## config.mk

```make
export PLATFORM = sky130hd
export DESIGN_NAME = booth_mult_top
export DESIGN_NICKNAME = d
export VERILOG_FILES = /design/src/common/booth_pkg.sv /design/src/booth/booth_accu.sv /design/src/booth/booth_control.sv /design/src/booth/booth_datapath.sv /design/src/hw/booth_mult_top.sv
export SDC_FILE = /design/constraint.sdc
export NUM_CORES = 1
export LEC_CHECK = 0
export BUFFER_PORTS_ARGS = -buffer_cell sky130_fd_sc_hd__buf_4
export CORE_MARGIN = 2
export CORE_UTILIZATION = 60
export CTS_CLUSTER_SIZE = 16
export DETAILED_ROUTE_END_ITERATION = 10
export PLACE_DENSITY = 0.9
export SETUP_SLACK_MARGIN = 0.3
export SYNTH_ARGS = -nofsm -noshare
export SYNTH_HDL_FRONTEND = slang
export SYNTH_SLANG_ARGS = --single-unit
```

## constraint.sdc

```tcl
create_clock -name CLK -period 12.7 [get_ports CLK]
set_input_delay 1.27 -clock CLK [delete_from_list [all_inputs] [get_ports CLK]]
set_output_delay 1.27 -clock CLK [all_outputs]
set_load 0.03 [all_outputs]
```

## src/common/booth_pkg.sv

```systemverilog
package booth_pkg;

	// ##################################################
	// sizes
	// ##################################################

	localparam int booth_width = 8; // operand width
	localparam int booth_iterations = booth_width / 2; // two multiplier bits per iteration
	localparam int booth_count_width = 3; // wide enough to reach booth_iterations

	// ##################################################
	// requester side
	// ##################################################

	typedef struct packed {
		logic signed [booth_width-1:0] multiplicand;
		logic signed [booth_width-1:0] multiplier;
	} booth_req_t;

	typedef struct packed {
		logic signed [2*booth_width-1:0] product;
	} booth_rsp_t;

	// ##################################################
	// controller to datapath
	// ##################################################

	typedef enum logic [1:0] {
		accu_add_m = 2'b00,
		accu_sub_m = 2'b01,
		accu_add_2m = 2'b10,
		accu_sub_2m = 2'b11
	} accu_mode_e;

	typedef struct packed {
		logic m_enable;
		logic hi_enable;
		logic lo_enable;
		logic x_enable;
		logic hi_clear; // active low
		logic lo_clear; // active low
		logic x_clear; // active low
		logic hi_mode; // 1 loads the accumulator result, 0 shifts
		logic lo_mode; // 1 loads the multiplier, 0 shifts
		accu_mode_e accu_mode;
	} booth_ctrl_t;

endpackage

```

## src/booth/booth_accu.sv

```systemverilog
`timescale 1ns/1ps

module booth_accu (
	input logic signed [booth_pkg::booth_width+1:0] accu_in,
	input logic signed [booth_pkg::booth_width-1:0] m_value,
	input booth_pkg::accu_mode_e mode,
	output logic signed [booth_pkg::booth_width+1:0] accu_out
);

	logic signed [booth_pkg::booth_width+1:0] m_ext;
	logic signed [booth_pkg::booth_width+1:0] addend;

	// two guard bits keep 2M and its sign inside the partial product
	assign m_ext = {{2{m_value[booth_pkg::booth_width-1]}}, m_value};

	always_comb begin
		case (mode)
			booth_pkg::accu_add_2m,
			booth_pkg::accu_sub_2m: addend = m_ext <<< 1;
			default: addend = m_ext;
		endcase
	end

	always_comb begin
		case (mode)
			booth_pkg::accu_sub_m,
			booth_pkg::accu_sub_2m: accu_out = accu_in - addend;
			default: accu_out = accu_in + addend;
		endcase
	end

	// ##################################################
	// mode bits, for reference
	// ##################################################
	// bit 1 selects the doubled multiplicand
	// bit 0 selects subtraction

	// the adder wraps at the register width and the
	// Booth recoding keeps every partial sum in range

endmodule

```

## src/booth/booth_control.sv

```systemverilog
`timescale 1ns/1ps

module booth_control (
	input logic CLK,
	input logic RESET,
	input logic req,
	input logic [2:0] digit,
	output booth_pkg::booth_ctrl_t ctrl,
	output logic done
);

	typedef enum logic [2:0] {
		st_idle,
		st_load,
		st_op,
		st_shift,
		st_notify
	} state_e;

	state_e state_q;
	state_e state_next;
	logic [booth_pkg::booth_count_width-1:0] count_q;
	logic hi_clear_q;
	logic lo_clear_q;
	logic x_clear_q;

	// ##################################################
	// sequencing
	// ##################################################

	always_comb begin
		state_next = state_q;
		case (state_q)
			st_idle: if (req) state_next = st_load;
			st_load: state_next = st_op;
			st_op: state_next = st_shift;
			st_shift: begin
				if (count_q == booth_pkg::booth_count_width'(booth_pkg::booth_iterations)) begin
					state_next = st_notify;
				end else begin
					state_next = st_op;
				end
			end
			st_notify: if (!req) state_next = st_idle; // held req keeps us here
			default: state_next = st_idle;
		endcase
	end

	always_ff @(posedge CLK or negedge RESET) begin
		if (!RESET) begin
			state_q <= st_idle;
			count_q <= '0;
			done <= 1'b0;
		end else begin
			state_q <= state_next;
			if (state_q == st_load) begin
				count_q <= '0;
			end else if (state_q == st_op) begin
				count_q <= count_q + 1'b1; // one count per add step
			end
			done <= (state_q == st_notify) && req; // drops on the same edge that leaves notify
		end
	end

	// clears are asserted out of reset and again for the load cycle
	always_ff @(posedge CLK or negedge RESET) begin
		if (!RESET) begin
			hi_clear_q <= 1'b0;
			lo_clear_q <= 1'b0;
			x_clear_q <= 1'b0;
		end else begin
			hi_clear_q <= (state_next != st_load);
			lo_clear_q <= 1'b1; // the low register is loaded, never cleared, in load
			x_clear_q <= (state_next != st_load);
		end
	end

	// ##################################################
	// datapath control
	// ##################################################

	always_comb begin
		ctrl = '0;
		ctrl.hi_clear = hi_clear_q;
		ctrl.lo_clear = lo_clear_q;
		ctrl.x_clear = x_clear_q;
		ctrl.accu_mode = booth_pkg::accu_add_m;
		case (state_q)
			st_load: begin
				ctrl.m_enable = 1'b1;
				ctrl.lo_enable = 1'b1;
				ctrl.lo_mode = 1'b1; // take the multiplier
			end
			st_op: begin
				ctrl.hi_mode = 1'b1;
				case (digit)
					3'b001, 3'b010: begin
						ctrl.hi_enable = 1'b1;
						ctrl.accu_mode = booth_pkg::accu_add_m;
					end
					3'b011: begin
						ctrl.hi_enable = 1'b1;
						ctrl.accu_mode = booth_pkg::accu_add_2m;
					end
					3'b100: begin
						ctrl.hi_enable = 1'b1;
						ctrl.accu_mode = booth_pkg::accu_sub_2m;
					end
					3'b101, 3'b110: begin
						ctrl.hi_enable = 1'b1;
						ctrl.accu_mode = booth_pkg::accu_sub_m;
					end
					default: ctrl.hi_enable = 1'b0; // 000 and 111 leave the partial product alone
				endcase
			end
			st_shift: begin
				ctrl.hi_enable = 1'b1;
				ctrl.lo_enable = 1'b1;
				ctrl.x_enable = 1'b1;
			end
			default: ctrl.hi_enable = 1'b0;
		endcase
	end

endmodule

```

## src/booth/booth_datapath.sv

```systemverilog
`timescale 1ns/1ps

module booth_datapath (
	input logic CLK,
	input logic RESET,
	input booth_pkg::booth_ctrl_t ctrl,
	input booth_pkg::booth_req_t operands,
	input logic [booth_pkg::booth_width+1:0] accu_out,
	output logic [booth_pkg::booth_width+1:0] accu_in,
	output logic [booth_pkg::booth_width-1:0] m_value,
	output logic [2:0] digit,
	output booth_pkg::booth_rsp_t result
);

	logic [booth_pkg::booth_width-1:0] m_q;
	logic [booth_pkg::booth_width+1:0] hi_q;
	logic [booth_pkg::booth_width-1:0] lo_q;
	logic x_q;
	logic [booth_pkg::booth_width+1:0] hi_shift;
	logic [booth_pkg::booth_width-1:0] lo_shift;

	// ##################################################
	// shift chain {hi, lo, x}
	// ##################################################

	// sign fills from the top
	assign hi_shift = {{2{hi_q[booth_pkg::booth_width+1]}}, hi_q[booth_pkg::booth_width+1:2]};
	assign lo_shift = {hi_q[1:0], lo_q[booth_pkg::booth_width-1:2]};

	always_ff @(posedge CLK) begin
		if (ctrl.m_enable) begin
			m_q <= operands.multiplicand;
		end
	end

	always_ff @(posedge CLK or negedge RESET) begin
		if (!RESET) begin
			hi_q <= '0;
		end else if (!ctrl.hi_clear) begin
			hi_q <= '0;
		end else if (ctrl.hi_enable) begin
			hi_q <= ctrl.hi_mode ? accu_out : hi_shift;
		end
	end

	always_ff @(posedge CLK or negedge RESET) begin
		if (!RESET) begin
			lo_q <= '0;
		end else if (!ctrl.lo_clear) begin
			lo_q <= '0;
		end else if (ctrl.lo_enable) begin
			lo_q <= ctrl.lo_mode ? operands.multiplier : lo_shift;
		end
	end

	always_ff @(posedge CLK or negedge RESET) begin
		if (!RESET) begin
			x_q <= 1'b0;
		end else if (!ctrl.x_clear) begin
			x_q <= 1'b0;
		end else if (ctrl.x_enable) begin
			x_q <= lo_q[1]; // last bit shifted out of the low register
		end
	end

	// ##################################################
	// outputs
	// ##################################################

	assign accu_in = hi_q;
	assign m_value = m_q;
	assign digit = {lo_q[1:0], x_q};

	// the two guard bits of hi are pure sign once all iterations are done
	assign result.product = {hi_q[booth_pkg::booth_width-1:0], lo_q};

endmodule

```

## src/hw/booth_mult_top.sv

```systemverilog
`timescale 1ns/1ps

module booth_mult_top (
	input logic CLK,
	input logic RESET,
	input logic req,
	input booth_pkg::booth_req_t operands,
	output logic done,
	output booth_pkg::booth_rsp_t result
);

	booth_pkg::booth_ctrl_t ctrl;
	logic [2:0] digit;
	logic [booth_pkg::booth_width+1:0] accu_in;
	logic [booth_pkg::booth_width+1:0] accu_out;
	logic [booth_pkg::booth_width-1:0] m_value;

	// ##################################################
	// sequencing, storage and arithmetic
	// ##################################################

	booth_control booth_control_i (
		.CLK(CLK),
		.RESET(RESET),
		.req(req),
		.digit(digit),
		.ctrl(ctrl),
		.done(done)
	);

	booth_datapath booth_datapath_i (
		.CLK(CLK),
		.RESET(RESET),
		.ctrl(ctrl),
		.operands(operands),
		.accu_out(accu_out),
		.accu_in(accu_in),
		.m_value(m_value),
		.digit(digit),
		.result(result)
	);

	booth_accu booth_accu_i (
		.accu_in(accu_in),
		.m_value(m_value),
		.mode(ctrl.accu_mode), // decoded from the digit in the op step
		.accu_out(accu_out)
	);

endmodule

```

==> flow_summary_export.csv <==
group,metric,value,unit
timing,rsz0062_at_grt,"false",
drt,dr.max_layer_used,"met4",
synth,yosysTopAreaCell,"dfrtp_1",
power,pwr-share-seq,26.4,%
cells_and_area,fill_cells,305,
cells_and_area,areaGrowthSynthToFinish,14.3,%
cells_and_area,design_area,0.00281,mm²
placement,portBuffers,35,
timing,tightestPinTransition,1.02,ns
clock_network,cts_setup_buffers,0,
synth,synth.area.top_cells,"dfrtp_1 (28%), edfxtp_1 (9.8%), ha_1 (6.1%)",
run_status,run_status,"completed",
synth,syn_avg_cell_area,9.01,µm²
global_routing,antenna_found_initial,0,
synth,synth_compound_area_share,21.7,%
power,p_int,0.000449,W
drt,dr_wl_met3,311,µm
drt,wl_per_cell,15.5,µm
clock_network,cts-hold-fix-buffers,0,
drt,m1WireLength,2.42,mm
drt,drt_pass1_iterations,4,
cells_and_area,seq_area,941,µm²
cells_and_area,fin_nets,328,
critical_path,crit_required,12.92,ns
timing,hold_slack,0.556,ns
synth,synthSimpleGateAreaFrac,18.7,%
power,p_clk_share,13.1,%
synth,syn_nets,305,
floorplan,rows,23,
power,power_density,301,mW/mm²
power,power_leakage,1.36,nW
drt,finalWirelength,5.39,mm
clock_network,cts_sinks,36,
global_routing,track_usage,25.8,%
timing,period_share,38.7,%
clock_network,clkLatencyLatePin,0.29,ns
synth,syn_area,0.00246,mm²
placement,place_area,0.00269,mm²
floorplan,coreArea,0.00397,mm²
synth,synthFlopType,"dfrtp_1",
placement,post-place-cells,339,
floorplan,die_w,68.0,µm
synth,synth-edff-count,8,
drt,drt_iter0_drc,123,
global_routing,overflow,0,
clock_network,cts.htree.levels,2,
synth,syn_inst,273,
floorplan,chipHeight,68.0,µm
synth,ys_types,54,
critical_path,path_class,"register to register",
timing,finalMaxSlewViolations,0,
clock_network,cts-resized-gates,0,
flow_run,max_cap_viol_count,0,
drt,vias,2093,
timing,maxSlewHeadroom,31.6,%
synth,ys_seq_area_share,38.3,%
cells_and_area,multiInputGateArea,0.00137,mm²
power,ir_worst_vdd,0.000202,V
global_routing,grt_pass1_vias,1968,
floorplan,die_area,0.00463,mm²
drt,drc,0,
power,p_switching,0.000397,W
synth,synthAdderAreaFrac,6.92,%
floorplan,floorplan.initialDensity,61.9,%
global_routing,grt_max_degree,29,
cells_and_area,final_cells,347,
synth,synth_top_area_share,28.5,%
cells_and_area,drive_gt1_share,17.5,%
placement,gp_congestion,0.879,
timing,fin_setup_tns,0,ns
timing,max_freq,203,MHz
synth,yosys_warnings,0,
power,p_comb_share,60.5,%
clock_network,clkTransAtPathRegs,0.08,ns
drt,detail-route-antenna-nets,0,
critical_path,crit_fanout,15,
drt,wl_met2,2.58,mm
drt,vias_per_cell,6.03,
synth,synth_mux_area_share,4.88,%
synth,ys_top_cells_by_count,"nand2_1 (31), dfrtp_1 (28), o21ai_0 (24)",
global_routing,grt_pass1_wl,9.00,mm
placement,dp_hpwl,3.86,mm
floorplan,pin_count,36,
timing,fin_skew,0.00811,ns
synth,yosysMostFrequentCell,"nand2_1",
timing,period_needed,4.92,ns
cells_and_area,n_antenna_cell,0,
synth,ys_ff_latch,36,
clock_network,cts_tree,"built",
critical_path,arrival,5.14,ns
critical_path,cp-end-kind,"register",
synth,synth_xor_area_share,3.20,%
hold_path,min_path_type,"register to register",
timing,setup_viol,0,
synth,synth_top_family_by_area,"compound AO/OA/AOI/OAI gates",
clock_network,cts-root-buf,"clkbuf_8",
clock_network,cts_buffer_depth,2,
power,swShare,46.9,%
power,power.total,0.000846,W
critical_path,start_kind,"register",
clock_network,numCtsBuffers,5,
timing,finalHoldViolations,0,
synth,async_flop_share,77.8,%
==> placed cells by master, fill, tap and decap left out, types with 2 or more instances in the layout <==
cell type and count:
and2_1 2, a21o_1 2, xnor2_1 4, xor2_1 5
nor2b_1 5, a21oi_1 20, o211ai_1 4, o21ai_0 24
nand2b_1 4, or4_1 2, inv_1 12, dfrtp_1 28
a311oi_1 4, edfxtp_1 8, nor3b_1 2, ha_1 12
and3_1 2, mux2i_1 12, nor2_1 21, buf_4 36
clkbuf_8 7, a211oi_1 2, nor3_1 5, o211a_1 8
o31ai_1 2, nand3_1 3, nand3b_1 2, a31oi_1 4
nand2_1 31
==> critical path, stage by stage (launching register included) <==
cell and delay [ns]:
dfrtp_1 0.73, nor3b_2 0.58, o21a_1 0.45, mux2i_1 0.30
ha_1 0.20, nand2b_1 0.10, a2111oi_2 0.49, a21oi_1 0.14
o21ai_0 0.20, nand4_1 0.12, ha_1 0.35, a21oi_1 0.15
nand2_1 0.08, o2111ai_1 0.23, a21oi_1 0.11, or4_1 0.47
a21oi_1 0.14
==> state kept, by name, summed over array words and instances, names as in the netlist <==
| name | flops |
|---|---|
| booth_control_i.lo_clear_q | 1 |
| booth_control_i.count_q | 3 |
| booth_datapath_i.x_q | 1 |
| booth_datapath_i.accu_in | 10 |
| booth_control_i.state_q | 3 |
| booth_datapath_i.lo_q | 8 |
| booth_control_i.done | 1 |
| booth_control_i.hi_clear_q | 1 |
| booth_datapath_i.m_value | 8 |
==> power by group through the flow <==
stage          logic (W)  clock network (W)  registers (W)
2_1_floorplan   0.000397                  0       0.000222
3_3_place_gp    0.000484                  0       0.000221
3_5_place_dp    0.000508                  0       0.000222
4_1_cts         0.000512           0.000112       0.000222
5_1_grt         0.000570           0.000117       0.000230
6_report        0.000512           0.000111       0.000223
==> metrics by stage <==
step	utilization (%)	setup slack, ns
6_report	70.8	7.78
5_1_grt	70.8	7.39
4_1_cts	70.8	7.83
3_5_place_dp	67.6	7.93
3_3_place_gp	67.6	8.06
2_1_floorplan	-	8.61
==> final cells by class <==
| cell class | count | share of cell area, % |
|---|---|---|
| repair buffers | 36 | 9.61 |
| multi-input cells | 205 | 48.6 |
| flip-flops and latches | 36 | 33.5 |
| inverters | 12 | 1.60 |
| clock buffers | 7 | 3.43 |
| well taps | 50 | 2.23 |
| clock inverters | 1 | 1.07 |
==> layer usage <==
layer | vias to the layer above | GRT usage [%]
met5 | - | 0
met4 | 0 | 7.25
met3 | 12 | 4.61
met2 | 62 | 44.5
met1 | 994 | 33.2
li1 | 1025 | -
==> path summary, 6_finish.rpt <==
check                      slack, ns                           to  depth (start not counted)                       start
min in group asynchronous       0.88  booth_datapath_i.accu_in[7]                          1                       RESET
hold reg to reg                 0.56     booth_datapath_i.lo_q[4]                          1    booth_datapath_i.lo_q[4]
max in group asynchronous      11.54     booth_datapath_i.lo_q[2]                          1                       RESET
setup reg to reg                7.78  booth_datapath_i.accu_in[9]                         16  booth_control_i.state_q[1]
setup / recovery                7.78  booth_datapath_i.accu_in[9]                         16  booth_control_i.state_q[1]
hold / removal                  0.56     booth_datapath_i.lo_q[4]                          1    booth_datapath_i.lo_q[4]
==> cells by family (layout without fill, tap and decap cells) <==
logic type | after synthesis | count (layout)
other cells | 1 | 1
flops | 36 | 36
compound gates | 81 | 81
mux | 12 | 12
simple gates | 89 | 89
fa+ha+maj | 13 | 13
xor+xnor | 9 | 9
buf+inv | 32 | 56
Note: power is estimated with default switching activity, not from simulation.
